File: config.mk
export PLATFORM = sky130hd
export DESIGN_NAME = duration_timer
export DESIGN_NICKNAME = d
export VERILOG_FILES = /design/src/timer_pkg.sv /design/src/pulse_timer.sv /design/src/bin_to_bcd.sv /design/src/line_formatter.sv /design/src/uart_tx.sv /design/src/duration_timer.sv
export SDC_FILE = /design/constraint.sdc
export NUM_CORES = 1
export LEC_CHECK = 0
export BUFFER_PORTS_ARGS = -buffer_cell sky130_fd_sc_hd__buf_2
export CORE_MARGIN = 10
export CORE_UTILIZATION = 40
export CTS_BUF_LIST = sky130_fd_sc_hd__clkbuf_8
export CTS_CLUSTER_DIAMETER = 80
export DETAILED_ROUTE_END_ITERATION = 10
export GPL_TIMING_DRIVEN = 0
export PLACE_DENSITY = 0.57
export SETUP_SLACK_MARGIN = 0.02
export SYNTH_ARGS = -nofsm -noshare
export SYNTH_HDL_FRONTEND = slang
export SYNTH_SLANG_ARGS = --single-unit
File: constraint.sdc
create_clock -name clock -period 2.5 [get_ports clock]
set_input_delay 0.375 -clock clock [delete_from_list [all_inputs] [get_ports clock]]
set_output_delay 0.375 -clock clock [all_outputs]
set_load 0.02 [all_outputs]
File: src/timer_pkg.sv
// pulse-duration timer shared definitions
// widths, decimal digit counts, report line layout and ascii codes
package timer_pkg;

	// duration counter, saturates at six decimal digits
	localparam int duration_width = 20;
	localparam int duration_digits = 6;
	localparam int duration_limit = 999999;

	// pulse number, wraps after four decimal digits
	localparam int number_width = 14;
	localparam int number_digits = 4;
	localparam int number_limit = 9999;

	// report line: dddddd nnnn cr lf
	localparam int space_position = duration_digits;
	localparam int number_position = space_position + 1;
	localparam int cr_position = number_position + number_digits;
	localparam int lf_position = cr_position + 1;
	localparam int line_length = lf_position + 1;

	// character codes
	localparam logic [7:0] ascii_zero = 8'h30;
	localparam logic [7:0] ascii_space = 8'h20;
	localparam logic [7:0] ascii_cr = 8'h0d;
	localparam logic [7:0] ascii_lf = 8'h0a;

	// one finished pulse, duration in cycles and its running number
	typedef struct packed {
		logic [duration_width-1:0] duration;
		logic [number_width-1:0] pulse_number;
	} measurement_t;

endpackage

File: src/pulse_timer.sv
// pulse timer
// measures how long the trigger stays high and numbers each pulse
module pulse_timer
	import timer_pkg::*;
(
	input logic clock,
	input logic reset,
	input logic trigger,
	output measurement_t measurement,
	output logic measurement_valid
);

	// [0] and [1] are the synchronizer, [2] the previous synced sample
	logic [2:0] trigger_history;
	logic [duration_width-1:0] high_count;
	logic [number_width-1:0] pulse_count;
	logic [number_width-1:0] next_pulse;
	logic falling_edge;

	// synced trigger was high, now low
	assign falling_edge = (trigger_history[2:1] == 2'b10);

	// wraps 9999 -> 0
	assign next_pulse = (pulse_count == number_width'(number_limit)) ? '0 : pulse_count + 1'b1;

	always_ff @(posedge clock) begin
		if (reset) begin
			trigger_history <= '0;
			high_count <= '0;
			pulse_count <= '0;
			measurement_valid <= 1'b0;
		end else begin
			trigger_history <= {trigger_history[1:0], trigger};
			measurement_valid <= falling_edge;
			if (falling_edge) begin
				// pulse over, restart for the next one
				high_count <= '0;
				pulse_count <= next_pulse;
			end else if (trigger_history[1] && high_count != duration_width'(duration_limit)) begin
				high_count <= high_count + 1'b1;
			end
		end
	end

	// result held until the next falling edge
	always_ff @(posedge clock) begin
		if (falling_edge) begin
			measurement.duration <= high_count;
			measurement.pulse_number <= next_pulse;
		end
	end

	// saturation must hold at the reported value
	assert property (@(posedge clock) disable iff (reset)
		measurement_valid |-> measurement.duration <= duration_width'(duration_limit));

	// one strobe per pulse
	assert property (@(posedge clock) disable iff (reset)
		measurement_valid |=> !measurement_valid);

endmodule

File: src/bin_to_bcd.sv
// binary to packed decimal converter
// shift-and-add-three, one input bit per clock
module bin_to_bcd #(
	parameter int input_width = 20,
	parameter int number_of_digits = 6
) (
	input logic clock,
	input logic reset,
	input logic start,
	input logic [input_width-1:0] binary,
	output logic [4*number_of_digits-1:0] digits,
	output logic done
);

	localparam int bcd_width = 4 * number_of_digits;
	localparam int count_width = $clog2(input_width + 1);

	// decimal digits on top, remaining binary bits below
	logic [bcd_width+input_width-1:0] work;
	logic [bcd_width+input_width-1:0] work_adjusted;
	logic [count_width-1:0] bits_left;
	logic busy;

	// add three to every digit above four before the shift
	always_comb begin
		work_adjusted = work;
		for (int d = 0; d < number_of_digits; d++) begin
			if (work[input_width+4*d +: 4] > 4'd4)
				work_adjusted[input_width+4*d +: 4] = work[input_width+4*d +: 4] + 4'd3;
		end
	end

	always_ff @(posedge clock) begin
		if (reset) begin
			busy <= 1'b0;
			bits_left <= '0;
			done <= 1'b0;
		end else begin
			done <= 1'b0;
			if (!busy) begin
				// start while busy is dropped
				if (start) begin
					busy <= 1'b1;
					bits_left <= count_width'(input_width);
				end
			end else begin
				bits_left <= bits_left - 1'b1;
				// last shift, digits final after this edge
				if (bits_left == count_width'(1)) begin
					busy <= 1'b0;
					done <= 1'b1;
				end
			end
		end
	end

	always_ff @(posedge clock) begin
		if (start && !busy)
			work <= {{bcd_width{1'b0}}, binary};
		else if (busy)
			work <= work_adjusted << 1;
	end

	assign digits = work[bcd_width+input_width-1 -: bcd_width];

	// every digit decimal when presented
	for (genvar d = 0; d < number_of_digits; d++) begin : digit_check
		assert property (@(posedge clock) disable iff (reset)
			done |-> digits[4*d +: 4] <= 4'd9);
	end

endmodule

File: src/line_formatter.sv
// report line formatter
// turns a duration and a pulse number into one 13-character uart line
module line_formatter
	import timer_pkg::*;
(
	input logic clock,
	input logic reset,
	input logic [4*duration_digits-1:0] duration_digits_in,
	input logic duration_done,
	input logic [4*number_digits-1:0] number_digits_in,
	input logic number_done,
	input logic busy,
	output logic [7:0] byte_data,
	output logic send,
	output logic sending
);

	localparam int index_width = $clog2(line_length + 1);

	logic [4*duration_digits-1:0] duration_value;
	logic [4*number_digits-1:0] number_value;
	logic duration_ready;
	logic number_ready;
	// 0..12 is the next character, 13 waits for the lf to leave
	logic [index_width-1:0] char_index;
	logic [7:0] next_char;
	logic issue;

	// one byte per idle uart, never on the cycle of our own send
	assign issue = sending && !busy && !send && (char_index != index_width'(line_length));

	// character for the current position, digits msd first
	always_comb begin
		if (char_index < index_width'(space_position))
			next_char = ascii_zero
				+ {4'h0, duration_value[4*(duration_digits-1-char_index) +: 4]};
		else if (char_index == index_width'(space_position))
			next_char = ascii_space;
		else if (char_index < index_width'(cr_position))
			next_char = ascii_zero + {4'h0, number_value[4*(cr_position-1-char_index) +: 4]};
		else if (char_index == index_width'(cr_position))
			next_char = ascii_cr;
		else
			next_char = ascii_lf;
	end

	always_ff @(posedge clock) begin
		if (reset) begin
			duration_ready <= 1'b0;
			number_ready <= 1'b0;
			char_index <= '0;
			send <= 1'b0;
			sending <= 1'b0;
		end else begin
			send <= issue;
			if (!sending) begin
				// results arriving mid-line are discarded
				if (duration_done)
					duration_ready <= 1'b1;
				if (number_done)
					number_ready <= 1'b1;
				if (duration_ready && number_ready) begin
					sending <= 1'b1;
					char_index <= '0;
					duration_ready <= 1'b0;
					number_ready <= 1'b0;
				end
			end else if (issue) begin
				char_index <= char_index + 1'b1;
			end else if (!busy && !send && char_index == index_width'(line_length)) begin
				// lf stop bit done
				sending <= 1'b0;
			end
		end
	end

	always_ff @(posedge clock) begin
		if (!sending && duration_done)
			duration_value <= duration_digits_in;
		if (!sending && number_done)
			number_value <= number_digits_in;
		if (issue)
			byte_data <= next_char;
	end

	// uart must be idle whenever a byte is offered
	assert property (@(posedge clock) disable iff (reset) send |-> !busy);

endmodule

File: src/uart_tx.sv
// uart transmitter, 8n1
// start bit, eight data bits lsb first, stop bit
module uart_tx #(
	parameter int clocks_per_bit = 868
) (
	input logic clock,
	input logic reset,
	input logic [7:0] byte_data,
	input logic send,
	output logic busy,
	output logic tx
);

	localparam int tick_width = (clocks_per_bit > 1) ? $clog2(clocks_per_bit) : 1;

	// stop, data, start; bit 0 on the line
	logic [9:0] frame;
	logic [tick_width-1:0] tick;
	logic [3:0] bit_count;

	always_ff @(posedge clock) begin
		if (reset) begin
			busy <= 1'b0;
			tick <= '0;
			bit_count <= '0;
		end else if (!busy) begin
			if (send) begin
				busy <= 1'b1;
				tick <= '0;
				bit_count <= '0;
			end
		end else if (tick == tick_width'(clocks_per_bit - 1)) begin
			tick <= '0;
			// stop bit held its full time
			if (bit_count == 4'd9)
				busy <= 1'b0;
			else
				bit_count <= bit_count + 1'b1;
		end else begin
			tick <= tick + 1'b1;
		end
	end

	// byte latched on send, shifted at each bit boundary
	always_ff @(posedge clock) begin
		if (!busy && send)
			frame <= {1'b1, byte_data, 1'b0};
		else if (busy && tick == tick_width'(clocks_per_bit - 1))
			frame <= {1'b1, frame[9:1]};
	end

	// line idles high
	assign tx = busy ? frame[0] : 1'b1;

endmodule

File: src/duration_timer.sv
// pulse-duration timer top
// pulse timer, two decimal converters, line formatter, uart transmitter
module duration_timer
	import timer_pkg::*;
#(
	parameter int clocks_per_bit = 868
) (
	input logic clock,
	input logic reset,
	input logic trigger,
	output logic tx,
	output logic sending
);

	measurement_t measurement;
	logic measurement_valid;
	logic [4*duration_digits-1:0] duration_bcd;
	logic duration_done;
	logic [4*number_digits-1:0] number_bcd;
	logic number_done;
	logic [7:0] byte_data;
	logic send;
	logic busy;

	pulse_timer timer0 (
		.clock(clock),
		.reset(reset),
		.trigger(trigger),
		.measurement(measurement),
		.measurement_valid(measurement_valid)
	);

	// both converters start on the same strobe
	bin_to_bcd #(.input_width(duration_width), .number_of_digits(duration_digits)) duration_bcd0 (
		.clock(clock),
		.reset(reset),
		.start(measurement_valid),
		.binary(measurement.duration),
		.digits(duration_bcd),
		.done(duration_done)
	);

	bin_to_bcd #(.input_width(number_width), .number_of_digits(number_digits)) number_bcd0 (
		.clock(clock),
		.reset(reset),
		.start(measurement_valid),
		.binary(measurement.pulse_number),
		.digits(number_bcd),
		.done(number_done)
	);

	line_formatter formatter0 (
		.clock(clock),
		.reset(reset),
		.duration_digits_in(duration_bcd),
		.duration_done(duration_done),
		.number_digits_in(number_bcd),
		.number_done(number_done),
		.busy(busy),
		.byte_data(byte_data),
		.send(send),
		.sending(sending)
	);

	uart_tx #(.clocks_per_bit(clocks_per_bit)) uart0 (
		.clock(clock),
		.reset(reset),
		.byte_data(byte_data),
		.send(send),
		.busy(busy),
		.tx(tx)
	);

endmodule

==> results of run 1 <==
-- metal layers --
metal	up-vias	wire, µm	global-route usage
li1	3632	-	-
met1	3485	10700	0.175
met2	106	10100	0.217
met3	35	726	0.0240
met4	0	413	0.0416
met5	-	0	0
-- cell families (layout without fill, tap and decap cells) --
family,count (synthesis),count (layout),synth area share
AOI/OAI and AO/OA,192,192,0.114
xor gates and xnor gates,36,36,0.0293
adders and majority gates,36,36,0.0418
buffers and inverters,107,191,0.0381
DFF,237,237,0.554
muxes,57,57,0.0662
and+or+nand+nor,293,293,0.157
-- critical path: stages, from the launching register on --
cell and delay, ns:
dfxtp_1 0.36, clkbuf_1 0.30, inv_1 0.19, ha_1 0.46, mux4_2 0.35, inv_1 0.07
o221ai_1 0.15, o21bai_1 0.20
-- cell usage in the layout, fill, tap and decap left out, types with 5 or more instances in the layout --
cell and n:
o21a_1 11, nand2b_1 12, or3_1 13, clkinv_2 5, nand3_1 23, dfxtp_1 115, nand2_1 45, clkinv_1 8
mux2i_1 15, and3_1 9, nor2b_1 16, nor3b_1 21, clkbuf_1 34, o21ai_0 49, a22o_1 6, a31oi_1 7
ha_1 36, o211ai_1 7, mux4_2 8, nand4_1 18, nor2_1 37, nor3_1 37, mux2_2 34, and4_1 6
edfxtp_1 122, buf_2 11, a21o_1 21, o31ai_1 14, a21oi_1 48, inv_1 75, or4_1 11, and2_1 15
xnor2_1 26, xor2_1 10, clkbuf_8 47
-- layout make-up --
type	instances	area [µm²]
Clock buffer	47	647
Inverter	63	238
Clock inverter	31	213
Timing Repair Buffer	6	62.6
Multi-Input combinational cell	614	4410
Fill cell	2497	14600
Tap cell	341	427
Buffer	44	174
Sequential cell	237	5970
-- flip-flops by register name (all words and copies together), names as in the netlist, 3 cells and up --
name                       flops
duration_bcd0.bits_left        5
duration_bcd0.work            44
formatter0.byte_data           6
formatter0.char_index          4
formatter0.duration_value     24
formatter0.number_value       16
number_bcd0.bits_left          4
number_bcd0.work              30
timer0.high_count             20
timer0.measurement            34
timer0.pulse_count            14
timer0.trigger_history         3
uart0.bit_count                4
uart0.frame                    9
uart0.tick                    10
-- report_power, final --
part           leakage (nW)  total [W]  internal, W  switching [W]
combinational          1.90   0.000730     0.000349       0.000381
clock                 0.490    0.00362      0.00205        0.00158
sequential             2.07    0.00445      0.00426       0.000188
-- path summary, 6_finish.rpt --
| check | endpoint | cells after the start |
|---|---|---|
| worst min-delay path | timer0.trigger_history[0]$_SDFF_PP0_ | 2 |
| worst min register to register | timer0.trigger_history[1]$_SDFF_PP0_ | 1 |
| worst max-delay path | formatter0.byte_data[0]$_DFFE_PP_ | 7 |
| worst max register to register | formatter0.byte_data[0]$_DFFE_PP_ | 7 |
-- stage by stage --
stage	hold WS, ns	power (W)	setup slack (ns)
after floorplan	0.408	0.00506	0.146
after global placement	0.417	0.00523	-0.844
after detailed placement	0.423	0.00526	-0.160
after CTS	0.0270	0.00894	0.160
after global routing	0.0592	0.00924	0.0398
final	0.0686	0.00880	0.169
==> metrics.md, run 1 <==
| Metric | Value |
|---|---|
| Syn Inst Count | `between 900 and 1,000` |
| Post-CTS setup repair buffer count | `0` |
| Final WL | `22,000 µm` |
| Biggest area contributors in the synthesized netlist | `edfxtp_1 34%, dfxtp_1 21%, ha_1 4.2%` |
| Synth area leader | `edfxtp_1` |
| H-tree Lvls | `2` |
| PostCTS Resize Cnt | `1` |
| Clk Latency, worst-skew pair | `around 0.53 ns` |
| First-pass GRT wire length | `roughly 37,000 µm` |
| Detailed Routing Iterations Pass 1 | `4` |
| DP Area | `about 0.011 mm²` |
| Top post-synthesis cells by count | `122 x edfxtp_1, 115 x dfxtp_1, 60 x inv_1, 49 x o21ai_0, 48 x a21oi_1` |
| Hold_sp | `trigger` |
| Post-synth EDFFs | `about 120` |
| DR vias | `a little over 7,000` |
| Overflow after GRT | `0` |
| Gr usage total | `0.133` |
| Min-Delay Path Class | `in2reg` |
| Slew HR | `0.462` |
| Pin count of the biggest net entering global routing | `24` |
| Worst setup EP type | `flip-flop` |
| Final setup TNS | `0 ns` |
| Cts bufs inserted | `43` |
| Crit path max fanout | `8` |
| CTS tree | `yes` |
| Total core area | `0.0267 mm²` |
| Worst Tran Pin Value | `around 0.81 ns` |
| Endpoints failing setup | `0` |
| Final Cycle Share | `0.932` |
| Initial drt markers | `417` |
| Reg-to-Reg Start | `formatter0.char_index[2]$_SDFFE_PP0P_` |
| Layout Skew | `a little under 0.03 ns` |
| Port Buf Inserts | `4` |
| Crit path time final | `2.33 ns` |
| DP Cell Count | `1,305` |
| Arrival @ worst endpoint | `between 2 and 3 ns` |
| Fmax | `between 400 and 500 MHz` |
| Kind of critical path | `reg2reg` |
| Ys flop type | `edfxtp_1` |
| Reg2Reg Setup Slack | `about 0.17 ns` |
| Yosys warnings | `0` |
| Area share of the largest cell type after synthesis | `0.340` |
| Layout area overhead | `12.6%` |
| Status | `finished, final reports clean` |
| RSZ-0062 raised after global routing | `no` |
| CP startpoint | `formatter0.char_index[2]$_SDFFE_PP0P_` |
| Count leader, synth | `edfxtp_1` |
| Via density | `about 5.2` |
| Row count | `60` |
| Max IR drop VDD | `slightly below 0.0004 V` |
| Post-synthesis sequential area ratio | `0.554` |
| Antenna fix cells | `0` |
| Flops & latches, synth | `about 240` |
| Mapped Nets | `997` |
| Initial antenna violation count | `0` |
| Number of hold buffers added after CTS | `0` |
| Leakage power | `between 4 and 5 nW` |
| Clock sinks | `around 240` |
| Remaining DRCs | `0` |
| Vias in the first global route | `approximately 7,300` |
| Clock-pin slew on the worst setup and hold paths | `roughly 0.060 ns` |
| Worst path required time | `approximately 2.8 ns` |
| Final #Nets | `between 1,000 and 1,500` |
| Die height | `around 180 µm` |
| DIE AREA | `between 0.03 and 0.04 mm²` |
| Starting density of the core | `0.403` |
| Post-DRT Antenna Nets | `0` |
| Die X | `approximately 180 µm` |
| Layout cells sized above 1 | `0.124` |
| Util after Layout | `0.454` |
| Final instance area | `between 0.01 and 0.015 mm²` |
| Mapped Avg Cell Area | `11.2 µm²` |
| Fin. max-slew vios | `0` |
| Max cap viols | `0` |
| Synth unique cells | `66` |
| Routability Congestion | `roughly 0.82` |
| IO Count | `5` |
| CTS Buffer Depth | `3` |
| Fin cells | `1,383` |
| DPL Wire Length | `roughly 15,000 µm` |
| Root Buffer Master | `clkbuf_8` |
| Mapped Area | `approximately 0.011 mm²` |
| Pwr Density | `approximately 730 mW/mm²` |
| Avg WL per Cell | `between 15 and 20 µm` |
| Hold Vio Cnt, Final | `0` |
| Async set or reset register ratio after synthesis | `0` |
| Type of origin of the critical path | `flip-flop` |
Power figures use the tool's default switching activity.
==> inputs of run 2 (changes only) <==
--- a/config.mk
+++ b/config.mk
@@ -16,4 +16,5 @@
 export SETUP_SLACK_MARGIN = 0.02
 export SYNTH_ARGS = -nofsm -noshare
 export SYNTH_HDL_FRONTEND = slang
+export SYNTH_HIERARCHICAL = 1
 export SYNTH_SLANG_ARGS = --single-unit
==> constraint.sdc (replaced) <==
create_clock -name clock -period 2.5 [get_ports clock]
set_input_delay 0.375 -clock clock [delete_from_list [all_inputs] [get_ports clock]]
set_output_delay 0.375 -clock clock [all_outputs]
set_load 0.01 [all_outputs]
==> metrics.md, run 2 <==
| Metric | Value |
|---|---|
| IO Count | `5 (unchanged)` |
| Layout area overhead | `12.0%` |
| Kind of critical path | `reg2reg` |
| Mapped Avg Cell Area | `11.6 µm² (+2.8%)` |
| Leakage power | `4.70 nW (+5.2%)` |
| Worst path required time | `2.74 ns (-0.04 ns)` |
| DPL Wire Length | `14,100 µm (-5.2%)` |
| Post-route setup slack | `0.255 ns (+0.0857 ns)` |
| Via density | `5.11 (-2.6%)` |
| Hold Vio Cnt, Final | `0 (unchanged)` |
| First-pass GRT wire length | `35,900 µm (-3.1%)` |
| Starting density of the core | `0.406 (+0.00319)` |
| Final #Nets | `1,070 (+2.1%)` |
| Antenna fix cells | `0 (unchanged)` |
| RSZ-0062 raised after global routing | `no` |
| Arrival @ worst endpoint | `2.49 ns (-0.12 ns)` |
| Vias in the first global route | `7,130 (-2.6%)` |
| Fin. max-slew vios | `0 (unchanged)` |
| Die height | `188 µm (+2.2%)` |
| Clock sinks | `237 (unchanged)` |
| Top post-synthesis cells by count | `122 x edfxtp_1, 115 x dfxtp_1, 54 x nor2_1, 48 x buf_4, 47 x o21ai_0` |
| CTS Buffer Depth | `3 (unchanged)` |
| Area share of the largest cell type after synthesis | `0.324 (-0.0164)` |
| Max IR drop VDD | `0.000414 V (+5.7%)` |
| Synth area leader | `edfxtp_1` |
| Crit path max fanout | `7 (-1)` |
| Count leader, synth | `edfxtp_1` |
| Endpoints failing setup | `0 (unchanged)` |
| Remaining DRCs | `0 (unchanged)` |
| Total power | `0.00977 W (+11%)` |
| Worst Tran Pin Value | `0.818 ns (+0.0116 ns)` |
| Post-synthesis sequential area ratio | `0.527 (-0.0267)` |
| Pin count of the biggest net entering global routing | `40 (+67%)` |
| Gr usage total | `0.119 (-0.0138)` |
| Die X | `188 µm (+2.2%)` |
| Reg-to-Reg Start | `formatter0/char_index[1]$_SDFFE_PP0P_` |
| Reg2Reg Depth | `6 (-1)` |
| H-tree Lvls | `2 (unchanged)` |
| DP Worst Slack | `-0.157 ns (+0.00255 ns)` |
| Type of origin of the critical path | `flip-flop` |
| Max FFs per register | `44 (unchanged)` |
| Mapped Area | `0.0113 mm² (+5.1%)` |
| Most frequent cells in the layout | `122 x edfxtp_1, 115 x dfxtp_1, 55 x inv_1` |
| Port Buf Inserts | `4 (unchanged)` |
| Post-DRT Antenna Nets | `0 (unchanged)` |
| Clk Latency, worst-skew pair | `0.54 ns (about the same)` |
| Detailed Routing Iterations Pass 1 | `5 (+1)` |
| Pwr Density | `770 mW/mm² (+6.1%)` |
| Status | `finished, final reports clean` |
| Cts bufs inserted | `42 (-2.3%)` |
| Max cap viols | `0 (unchanged)` |
| Number of hold buffers added after CTS | `0 (unchanged)` |
| Synth unique cells | `90 (+36%)` |
| Root Buffer Master | `clkbuf_8` |
| Setup crit end | `formatter0/byte_data[2]$_DFFE_PP_` |
| Async set or reset register ratio after synthesis | `0 (unchanged)` |
| DR vias | `7,373 (+1.6%)` |
| Row count | `61 (+1.7%)` |
| Biggest regs | `duration_bcd0/work (44), timer0/measurement (34), number_bcd0/work (30)` |
| Reg2Reg Setup Slack | `0.26 ns (+0.09 ns)` |
| Reg-to-reg endpoint | `formatter0/byte_data[2]$_DFFE_PP_` |
| Clock-pin slew on the worst setup and hold paths | `0.06 ns (about the same)` |
| Initial drt markers | `433 (+3.8%)` |
| Final instance area | `0.0127 mm² (+4.6%)` |
| Largest register by flop count | `duration_bcd0/work` |
| CP startpoint | `formatter0/char_index[1]$_SDFFE_PP0P_` |
| Final WL | `21,400 µm (-2.7%)` |
| Fillers | `2,613 (+4.6%)` |
| Avg WL per Cell | `14.8 µm (-6.8%)` |
| Layout Skew | `0.0344 ns (+0.00483 ns)` |
| Total core area | `0.0279 mm² (+4.2%)` |
| Routability Congestion | `0.780 (-5.3%)` |
| Syn Inst Count | `979 (+2.2%)` |
| Final Cycle Share | `0.898 (-0.0343)` |
| Fin cells | `1,443 (+4.3%)` |
| Ys flop type | `edfxtp_1` |
| Flops & latches, synth | `237 (unchanged)` |
| Yosys warnings | `6 (+6)` |
| DP Area | `0.0118 mm² (+5.0%)` |
| Post-synth EDFFs | `122 (unchanged)` |
| Slew HR | `0.447 (-0.0152)` |
| Biggest area contributors in the synthesized netlist | `edfxtp_1 32%, dfxtp_1 20%, ha_1 4.0%` |
| Most common cell after layout, fill and taps aside | `edfxtp_1` |
| Initial antenna violation count | `0 (unchanged)` |
| Min-Delay Path Class | `in2reg` |
| Worst setup EP type | `flip-flop` |
| Layout cells sized above 1 | `0.204 (+0.0800)` |
| Final setup TNS | `0 ns (unchanged)` |
| CTS tree | `yes` |
| Crit path time final | `2.24 ns (-0.0857 ns)` |
| Fmax | `445 MHz (+3.8%)` |
| DIE AREA | `0.0354 mm² (+4.5%)` |
| Overflow after GRT | `0 (unchanged)` |
| DP Cell Count | `1,363 (+4.4%)` |
## run 2: changes by cell type after synthesis, moves of 10 or more
cell	previous run	this run
nor2_1	37	54
clkbuf_1	34	10
mux2i_1	15	2
a31oi_1	7	22
inv_1	60	38
a21o_1	21	5
a31o_2	1	14
nor3_1	37	24
a21oi_1	48	33
or3_1	13	23
buf_4	0	48
o31ai_1	14	3
## run 2: area by class of cell
class                      instances  area (µm²)  area share
timing repair buffer               7        50.0     0.00395
clock buffer                      47         647      0.0510
multi-input combinational        624        4630       0.365
buffer                            79         581      0.0458
sequential                       237        5970       0.470
inverter                          40         155      0.0122
tap                              378         473      0.0373
clock inverter                    31         184      0.0145
## run 2: worst min path at each step
stage,from,slack (ns),cells past startpoint,endpoint
after floorplan,timer0/trigger_history[0]$_SDFF_PP0_,0.41,1,timer0/trigger_history[1]$_SDFF_PP0_
after global placement,duration_bcd0/work[19]$_DFFE_PP_,0.43,2,duration_bcd0/work[20]$_SDFFE_PP0P_
after detailed placement,timer0/trigger_history[0]$_SDFF_PP0_,0.43,1,timer0/trigger_history[1]$_SDFF_PP0_
after CTS,trigger,0.03,2,timer0/trigger_history[0]$_SDFF_PP0_
after global routing,trigger,0.06,2,timer0/trigger_history[0]$_SDFF_PP0_
final,trigger,0.07,2,timer0/trigger_history[0]$_SDFF_PP0_
## run 2: per-layer routing
metal	vias to the layer above	part of all wire	track usage
li1	3722	-	-
met1	3489	0.48	0.156
met2	125	0.47	0.189
met3	37	0.036	0.0242
met4	0	0.021	0.0446
met5	-	0	0
## run 2: kinds of logic after synthesis
logic type      count (synthesis)  share of synthesized area
fa+ha+maj                      36                     0.0398
xor+xnor                       34                     0.0263
simple gates                  317                      0.170
flops                         237                      0.527
buf+inv                       119                     0.0649
mux                            47                     0.0595
compound gates                188                      0.112
other cells                     1                   0.000331
## run 2: repair_timing
item	in CTS	in global routing
buffers inserted	0	2
setup endpoints to repair	0	4
gates resized for setup	0	2
## run 2: metrics by stage
step | hold WS [ns] | utilization
after CTS | 0.0276 | 0.455
after global routing | 0.0577 | 0.455
after detailed placement | 0.431 | 0.425
after global placement | 0.432 | 0.424
final | 0.0731 | 0.455
after floorplan | 0.414 | -
## run 2: report_power, final
group	total [W]	internal, W	switching, W
registers	0.00477	0.00441	0.000354
clock network	0.00350	0.00194	0.00156
logic	0.00151	0.000875	0.000632
total	0.00977	0.00723	0.00255
## run 2: critical path, stage by stage, from the launching register on
cell,delay (ns)
dfxtp_1,0.42
clkbuf_2,0.24
inv_1,0.13
ha_1,0.42
mux4_2,0.35
a32oi_1,0.27
o22ai_1,0.11
